## src/tty_pkg.sv

```systemverilog
package tty_pkg;

  localparam int CHAR_W = 8;
  localparam int WORD_W = 12;

  // accumulator or instruction word
  typedef logic [WORD_W-1:0] word_t;

  // teleprinter character, low eight bits of a word (char[4:11] in DEC order)
  typedef logic [CHAR_W-1:0] char_t;

  // IOT instruction layout, 6DDF in octal
  typedef struct packed {
    logic [2:0] opcode;
    logic [5:0] device;
    logic [2:0] func;
  } iot_word_t;

  localparam logic [2:0] OP_IOT = 3'o6;

  // console device codes
  localparam logic [5:0] DEV_KBD = 6'o03;
  localparam logic [5:0] DEV_PRT = 6'o04;

  // function bit positions inside iot_word_t.func
  localparam int FN_SKIP  = 0;
  localparam int FN_CLEAR = 1;
  localparam int FN_LOAD  = 2;

  // whole function codes that do not follow the bit meanings
  localparam logic [2:0] FN_SPF = 3'o0;
  localparam logic [2:0] FN_KIE = 3'o5;

endpackage
```

## src/tty_if.sv

```systemverilog
`timescale 1ns/10ps

interface tty_if
  import tty_pkg::*;
();

  // strobes from the IOT decoder, one cycle wide
  logic  load;
  logic  clear_flag;
  logic  set_flag;
  char_t data;

  // status back from the serial unit
  logic  flag;
  char_t buffer;

  modport ctrl (
    output load,
    output clear_flag,
    output set_flag,
    output data,
    input  flag,
    input  buffer
  );

  modport unit (
    input  load,
    input  clear_flag,
    input  set_flag,
    input  data,
    output flag,
    output buffer
  );

endinterface

```

## src/tty_console.sv

```systemverilog
`timescale 1ns/10ps

module tty_console
  import tty_pkg::*;
#(
  parameter int CLKS_PER_BIT = 868,
  parameter int STOP_BITS    = 2
) (
  input  logic  clk100,
  input  logic  rst,
  input  logic  iot_valid,
  input  word_t iot_word,
  input  word_t ac_in,
  output logic  skip,
  output logic  ac_clear,
  output word_t ac_out,
  output logic  irq,
  output logic  txd,
  input  logic  rxd
);

  // device 04 and device 03 buses
  tty_if prt_bus ();
  tty_if kbd_bus ();

  iot_decode u_decode (
    .clk100    (clk100),
    .rst       (rst),
    .iot_valid (iot_valid),
    .iot_word  (iot_word),
    .ac_in     (ac_in),
    .skip      (skip),
    .ac_clear  (ac_clear),
    .ac_out    (ac_out),
    .irq       (irq),
    .prt       (prt_bus.ctrl),
    .kbd       (kbd_bus.ctrl)
  );

  tty_tx #(
    .CLKS_PER_BIT (CLKS_PER_BIT),
    .STOP_BITS    (STOP_BITS)
  ) u_tx (
    .clk100 (clk100),
    .rst    (rst),
    .bus    (prt_bus.unit),
    .txd    (txd)
  );

  tty_rx #(
    .CLKS_PER_BIT (CLKS_PER_BIT)
  ) u_rx (
    .clk100 (clk100),
    .rst    (rst),
    .bus    (kbd_bus.unit),
    .rxd    (rxd)
  );

endmodule

```

## src/tty_rx.sv

```systemverilog
`timescale 1ns/10ps

module tty_rx
  import tty_pkg::*;
#(
  parameter int CLKS_PER_BIT = 868
) (
  input  logic clk100,
  input  logic rst,
  tty_if.unit  bus,
  input  logic rxd
);

  localparam int CNT_W = $clog2(CLKS_PER_BIT);
  localparam logic [CNT_W-1:0] BIT_LAST = CNT_W'(CLKS_PER_BIT - 1);

  // half a bit, less the three cycles spent in sync and edge detect
  localparam int HALF = CLKS_PER_BIT / 2;
  localparam logic [CNT_W-1:0] HALF_LAST = CNT_W'((HALF > 3) ? HALF - 3 : 0);

  localparam logic [1:0] R_IDLE  = 2'd0;
  localparam logic [1:0] R_START = 2'd1;
  localparam logic [1:0] R_DATA  = 2'd2;
  localparam logic [1:0] R_STOP  = 2'd3;

  logic             rx_s1;
  logic             rx_s2;
  logic             rx_prev;
  logic             fall;
  logic             bit_end;
  logic [1:0]       state;
  logic [CNT_W-1:0] baud_cnt;
  logic [2:0]       bit_idx;
  char_t            shreg;

  assign fall    = rx_prev && !rx_s2;
  assign bit_end = (baud_cnt == '0);

  // two flops against metastability, a third for the edge
  always_ff @(posedge clk100) begin
    if (rst) begin
      rx_s1   <= 1'b1;
      rx_s2   <= 1'b1;
      rx_prev <= 1'b1;
    end else begin
      rx_s1   <= rxd;
      rx_s2   <= rx_s1;
      rx_prev <= rx_s2;
    end
  end

  always_ff @(posedge clk100) begin
    if (rst) begin
      state      <= R_IDLE;
      baud_cnt   <= '0;
      bit_idx    <= '0;
      bus.flag   <= 1'b0;
      bus.buffer <= '0;
    end else begin
      if (bus.clear_flag)
        bus.flag <= 1'b0;
      if (!bit_end)
        baud_cnt <= baud_cnt - 1'b1;

      case (state)
        R_IDLE: begin
          if (fall) begin
            state    <= R_START;
            baud_cnt <= HALF_LAST;
          end
        end
        R_START: begin
          if (bit_end) begin
            // line back high at mid start is a glitch
            state    <= rx_s2 ? R_IDLE : R_DATA;
            baud_cnt <= BIT_LAST;
            bit_idx  <= '0;
          end
        end
        R_DATA: begin
          if (bit_end) begin
            baud_cnt <= BIT_LAST;
            bit_idx  <= bit_idx + 3'd1;
            if (bit_idx == 3'd7)
              state <= R_STOP;
          end
        end
        default: begin
          // stop bit sampled at its center, low means framing error
          if (bit_end) begin
            state <= R_IDLE;
            if (rx_s2) begin
              bus.buffer <= shreg;
              bus.flag   <= 1'b1;
            end
          end
        end
      endcase
    end
  end

  // LSB arrives first, shift in from the top
  always_ff @(posedge clk100) begin
    if ((state == R_DATA) && bit_end)
      shreg <= {rx_s2, shreg[CHAR_W-1:1]};
  end

endmodule

```

## src/tty_tx.sv

```systemverilog
`timescale 1ns/10ps

module tty_tx
  import tty_pkg::*;
#(
  parameter int CLKS_PER_BIT = 868,
  parameter int STOP_BITS    = 2
) (
  input  logic clk100,
  input  logic rst,
  tty_if.unit  bus,
  output logic txd
);

  localparam int CNT_W = $clog2(CLKS_PER_BIT);
  localparam logic [CNT_W-1:0] BIT_LAST = CNT_W'(CLKS_PER_BIT - 1);

  // data states must stay in sequence, the FSM steps by one
  localparam logic [3:0] S_IDLE  = 4'd0;
  localparam logic [3:0] S_START = 4'd1;
  localparam logic [3:0] S_BIT0  = 4'd2;
  localparam logic [3:0] S_BIT7  = 4'd9;
  localparam logic [3:0] S_STOP1 = 4'd10;
  localparam logic [3:0] S_STOP2 = 4'd11;

  logic [CNT_W-1:0] baud_cnt;
  logic [3:0]       state;
  logic [2:0]       bit_sel;
  char_t            tto;
  logic             pending;
  logic             load_ok;
  logic             bit_end;
  logic             in_stop;

  assign bit_end = (baud_cnt == '0);
  assign bit_sel = 3'(state - S_BIT0);
  assign in_stop = (state == S_STOP1) || (state == S_STOP2);

  // one character may wait, a second load before it starts is dropped
  assign load_ok = bus.load && !pending && ((state == S_IDLE) || in_stop);

  assign bus.buffer = tto;

  always_ff @(posedge clk100) begin
    if (rst) begin
      state    <= S_IDLE;
      baud_cnt <= '0;
      pending  <= 1'b0;
      bus.flag <= 1'b0;
      tto      <= 8'o040;
      txd      <= 1'b1;
    end else begin
      // set has the last word when both arrive
      if (bus.clear_flag || load_ok)
        bus.flag <= 1'b0;
      if (bus.set_flag || ((state == S_BIT7) && bit_end))
        bus.flag <= 1'b1;

      if (load_ok) begin
        tto     <= bus.data;
        pending <= 1'b1;
      end

      if (state == S_IDLE) begin
        // idle looks at pending every cycle, no baud wait
        if (pending) begin
          state    <= S_START;
          baud_cnt <= BIT_LAST;
          pending  <= 1'b0;
        end
      end else if (bit_end) begin
        baud_cnt <= BIT_LAST;
        case (state)
          S_STOP1: state <= (STOP_BITS == 2) ? S_STOP2 : S_IDLE;
          S_STOP2: state <= S_IDLE;
          default: state <= (state < S_STOP1) ? state + 4'd1 : S_IDLE;
        endcase
      end else begin
        baud_cnt <= baud_cnt - 1'b1;
      end

      // line follows the state one cycle later
      if (state == S_START)
        txd <= 1'b0;
      else if ((state >= S_BIT0) && (state <= S_BIT7))
        txd <= tto[bit_sel];
      else
        txd <= 1'b1;
    end
  end

endmodule

```

## src/iot_decode.sv

```systemverilog
`timescale 1ns/10ps

module iot_decode
  import tty_pkg::*;
(
  input  logic  clk100,
  input  logic  rst,
  input  logic  iot_valid,
  input  word_t iot_word,
  input  word_t ac_in,
  output logic  skip,
  output logic  ac_clear,
  output word_t ac_out,
  output logic  irq,
  tty_if.ctrl   prt,
  tty_if.ctrl   kbd
);

  iot_word_t iw;
  logic      is_iot;
  logic      kbd_sel;
  logic      prt_sel;
  logic      kie;
  logic      kbd_read;
  logic      int_en;

  assign iw      = iot_word;
  assign is_iot  = iot_valid && (iw.opcode == OP_IOT);
  assign kbd_sel = is_iot && (iw.device == DEV_KBD);
  assign prt_sel = is_iot && (iw.device == DEV_PRT);

  // KIE shares the skip and read bits, so pick it out first
  assign kie      = kbd_sel && (iw.func == FN_KIE);
  assign kbd_read = kbd_sel && !kie && iw.func[FN_LOAD];

  // printer strobes, TLS raises load and clear together
  assign prt.load       = prt_sel && iw.func[FN_LOAD];
  assign prt.clear_flag = prt_sel && iw.func[FN_CLEAR];
  assign prt.set_flag   = prt_sel && (iw.func == FN_SPF);
  assign prt.data       = ac_in[CHAR_W-1:0];

  // keyboard side only ever has its flag cleared from here
  assign kbd.load       = 1'b0;
  assign kbd.set_flag   = 1'b0;
  assign kbd.data       = ac_in[CHAR_W-1:0];
  assign kbd.clear_flag = kbd_sel && iw.func[FN_CLEAR];

  assign skip = (kbd_sel && !kie && iw.func[FN_SKIP] && kbd.flag) ||
                (prt_sel && iw.func[FN_SKIP] && prt.flag);

  // KCC and KRB clear the AC, KRS and KRB put the buffer on the bus
  assign ac_clear = kbd_sel && iw.func[FN_CLEAR];
  assign ac_out   = kbd_read ? {{(WORD_W - CHAR_W){1'b0}}, kbd.buffer} : '0;

  always_ff @(posedge clk100) begin
    if (rst) begin
      int_en <= 1'b0;
      irq    <= 1'b0;
    end else begin
      if (kie)
        int_en <= ac_in[0];
      // one request line shared by both units
      irq <= int_en && (kbd.flag || prt.flag);
    end
  end

endmodule

```

## config.mk

```make
export PLATFORM = sky130hd
export DESIGN_NAME = tty_console
export DESIGN_NICKNAME = d
export VERILOG_FILES = /design/src/tty_pkg.sv /design/src/tty_if.sv /design/src/tty_console.sv /design/src/tty_rx.sv /design/src/tty_tx.sv /design/src/iot_decode.sv
export SDC_FILE = /design/constraint.sdc
export NUM_CORES = 1
export LEC_CHECK = 0
export BUFFER_PORTS_ARGS = -buffer_cell sky130_fd_sc_hd__buf_2
export CORE_AREA = 4 4 122 124
export DETAILED_ROUTE_END_ITERATION = 7
export DIE_AREA = 0 0 126 128
export GPL_ROUTABILITY_DRIVEN = 0
export HOLD_SLACK_MARGIN = 0.05
export PLACE_DENSITY = 0.48
export SETUP_SLACK_MARGIN = 0.5
export SYNTH_ARGS = -nofsm -noshare
export SYNTH_HDL_FRONTEND = slang
export SYNTH_SLANG_ARGS = --single-unit
```

## constraint.sdc

```tcl
create_clock -name clk100 -period 2.5 [get_ports clk100]
set_input_delay 0.375 -clock clk100 [delete_from_list [all_inputs] [get_ports clk100]]
set_output_delay 0.375 -clock clk100 [all_outputs]
set_load 0.01 [all_outputs]
```

==> summary.txt <==
Worst Skew = 0.00581 ns
Residual DRC = 0
total number of vias = 3000
Rows = 43
total congestion overflow = 0
fmax = 485 MHz
Pre-antenna DRT Iters = 4
nets = 469
clk slew on worst S/H paths = 0.05 ns
die width = 126 um
CP max FO = 8
Worst setup EP type = output port
CTS Buf Count = 9
Clock Root Buffer = clkbuf_16
Slew @ Worst Pin = 0.641 ns
total track usage = 10.7%
HPWL after DPL = 5960 um
core area = 0.0138 mm^2
routed wire length = 8370 um
Worst Hold Class = in2reg
initial DRC count = 163
post-route clock period utilization = 82.5%
Syn-to-layout area delta = 28.4%
fin. max-slew vios = 0
outcome = complete, no violations
largest net degree at the start of global routing = 35
clock latency on the worst-skew pair = 0.32 ns
Max Cap Viol = 0
clock sink count = 62
Final Util = 31.5%
ys flop type = dfxtp_1
IO Pins = 44
port bufs = 35
layout cell share with drive strength beyond 1 = 26.5%
number of global-route vias before repair = 2902
antenna-violating nets left = 0
htree depth = 3
RSZ-0062 raised after global routing = yes
final setup vio count = 0
DP Area = 0.00385 mm^2
post-route cell area = 0.00434 mm^2
initial antenna violation count = 0
#FFs+latches synth = 62
CP required = 2.12 ns
wire per inst = 13.7 um
ys async rst share = 0%
first-pass GRT wire length = 14300 um
Mapped Cells = 372
Chip Height = 128 um
Leakage = 1.66 nW
PwrDens = 846 mW/mm^2
Antenna Diode Count = 0
Startpoint Class = input pin
VDD IR max = 367 uV
EDFF count, synth = 8
relative slew slack = 57.2%
Avg Inst Size Synth = 9.10 um^2
Initial Util = 24.6%
CTS Buffer Depth = 2
Post-Syn Area = 0.00338 mm^2
Critical Path AT = 1.69 ns
Final min period = 2.06 ns
Yosys warning count = 0
Distinct cells, synth = 67
kind of critical path = in2out
CTS tree = done
full die area = 0.0161 mm^2
setup TNS = 0 ns
register area share after synthesis = 39.0%
Fin. Hold Viols = 0
via-per-instance ratio = 4.91
Design Power = 0.00367 W
==> layer usage <==
| metal | track usage [%] | up-vias | wire length (um) |
|---|---|---|---|
| li1 | - | 1511 | - |
| met1 | 14.9 | 1408 | 4240 |
| met2 | 16.0 | 73 | 3660 |
| met3 | 1.83 | 8 | 369 |
| met4 | 4.98 | 0 | 102 |
| met5 | 0 | - | 0 |
==> repair_timing <==
action / 4_1_cts / 5_1_grt
setup buffers: 3 / 5
resized for setup: 5 / 27
hold buffers: 0 / 0
gates cloned: 0 / 0
pin swaps: 10 / 8
endpoints found under the setup margin: 28 / 29
==> kinds of logic (layout without fill, tap and decap cells) <==
logic type               after synthesis  in the layout  synth area share [%]
buffers and inverters                 36             92                  4.51
AND/OR/NAND/NOR                      141            141                  25.3
adder cells (fa/ha/maj)               15             15                  5.55
AO/OA/AOI/OAI                        102            102                  20.4
flip-flops                            62             62                  39.0
other                                  1              4                 0.111
XOR/XNOR                               1              1                 0.259
multiplexers                          14             14                  4.92
==> worst paths after layout <==
| check | start | end | slack (ns) | depth (start not counted) |
|---|---|---|---|---|
| setup / recovery | iot_word[7] | ac_out[1] | 0.44 | 6 |
| setup reg to reg | u_tx.baud_cnt[0] | u_tx.state[1] | 0.56 | 6 |
| hold / removal | rxd | u_rx.rx_s1 | 0.24 | 2 |
| hold reg to reg | u_rx.rx_s1 | u_rx.rx_s2 | 0.42 | 1 |
==> synth_stat cells, types with 3 or more instances <==
cell type / n / area [um^2]
dfxtp_1: 54 / 1080
nor2_1: 29 / 109
a21o_1: 3 / 22.5
nor3b_1: 3 / 22.5
nand3_1: 12 / 60.1
o21ai_0: 18 / 90.1
o31ai_1: 4 / 30.0
clkbuf_1: 12 / 45.0
or2_2: 6 / 37.5
edfxtp_1: 8 / 240
a2111oi_0: 3 / 26.3
and2_1: 11 / 68.8
ha_1: 15 / 188
a22o_1: 3 / 26.3
nand2b_1: 7 / 43.8
a21oi_1: 28 / 140
or3_1: 7 / 43.8
or4_1: 3 / 22.5
nand2_1: 10 / 37.5
nand4b_1: 3 / 26.3
nand3b_1: 8 / 60.1
a211oi_1: 5 / 37.5
mux2i_1: 11 / 110
a31oi_1: 13 / 81.3
buf_4: 4 / 30.0
nor4_1: 6 / 37.5
nor2b_1: 5 / 31.3
nand4_1: 6 / 37.5
inv_1: 17 / 63.8
o21a_1: 3 / 22.5
nor3_1: 9 / 45.0
==> placed cells by master, fill, tap and decap left out, types with 4 or more instances in the layout <==
master	Yosys	routed
or3_1	7	7
o21ai_0	18	18
buf_4	4	24
nand3b_1	8	8
nor2b_1	5	4
or2_2	6	6
a211oi_1	5	5
o31ai_1	4	4
inv_1	17	15
clkbuf_16	0	9
nand2_1	10	10
a21oi_1	28	28
buf_2	2	27
nor3_1	9	7
mux2i_1	11	11
nand3_1	12	12
nand2b_1	7	7
ha_1	15	13
nor4_1	6	5
a31oi_1	13	13
nor2_1	29	29
edfxtp_1	8	8
buf_6	0	8
nand4_1	6	6
dfxtp_1	54	52
and2_4	0	8
conb_1	1	4
==> power by group <==
part	internal (W)	switching [W]
Combinational	0.000534	0.000649
Sequential	0.00110	0.000108
Clock	0.000865	0.000423
Total	0.00249	0.00118
==> flip-flops by register name, indices dropped and copies added, names as in the netlist <==
signal,cells
u_tx.bus.flag,1
u_rx.rx_s2,1
u_rx.baud_cnt,10
u_rx.state,2
u_rx.bus.flag,1
u_rx.bus.buffer,8
u_rx.bit_idx,3
u_tx.state,4
u_decode.irq,1
u_tx.pending,1
u_rx.rx_prev,1
u_rx.rx_s1,1
u_decode.int_en,1
u_tx.bus.buffer,8
u_tx.baud_cnt,10
u_tx.txd,1
u_rx.shreg,8
==> metrics by stage <==
stage	setup WS [ns]	hold slack [ns]	std cells
final	0.439	0.236	611
after global routing	0.362	0.244	611
after CTS	0.434	0.221	606
after detailed placement	0.317	0.400	587
after global placement	0.334	0.398	587
after floorplan	0.550	0.389	375
==> worst max-delay path: stages <==
cell    delay, ns
buf_6        0.09
or4b_4       0.56
nor3_4       0.17
and3_4       0.25
and2_1       0.12
buf_2        0.12
==> layout make-up <==
cell class,count,area [um^2]
Tap cell,180,225
Fill cell,1448,9430
Timing Repair Buffer,59,405
Clock inverter,5,73.8
Multi-Input combinational cell,277,2020
Clock buffer,11,233
Sequential cell,62,1320
Inverter,17,63.8
(Power assumes the default switching activity.)
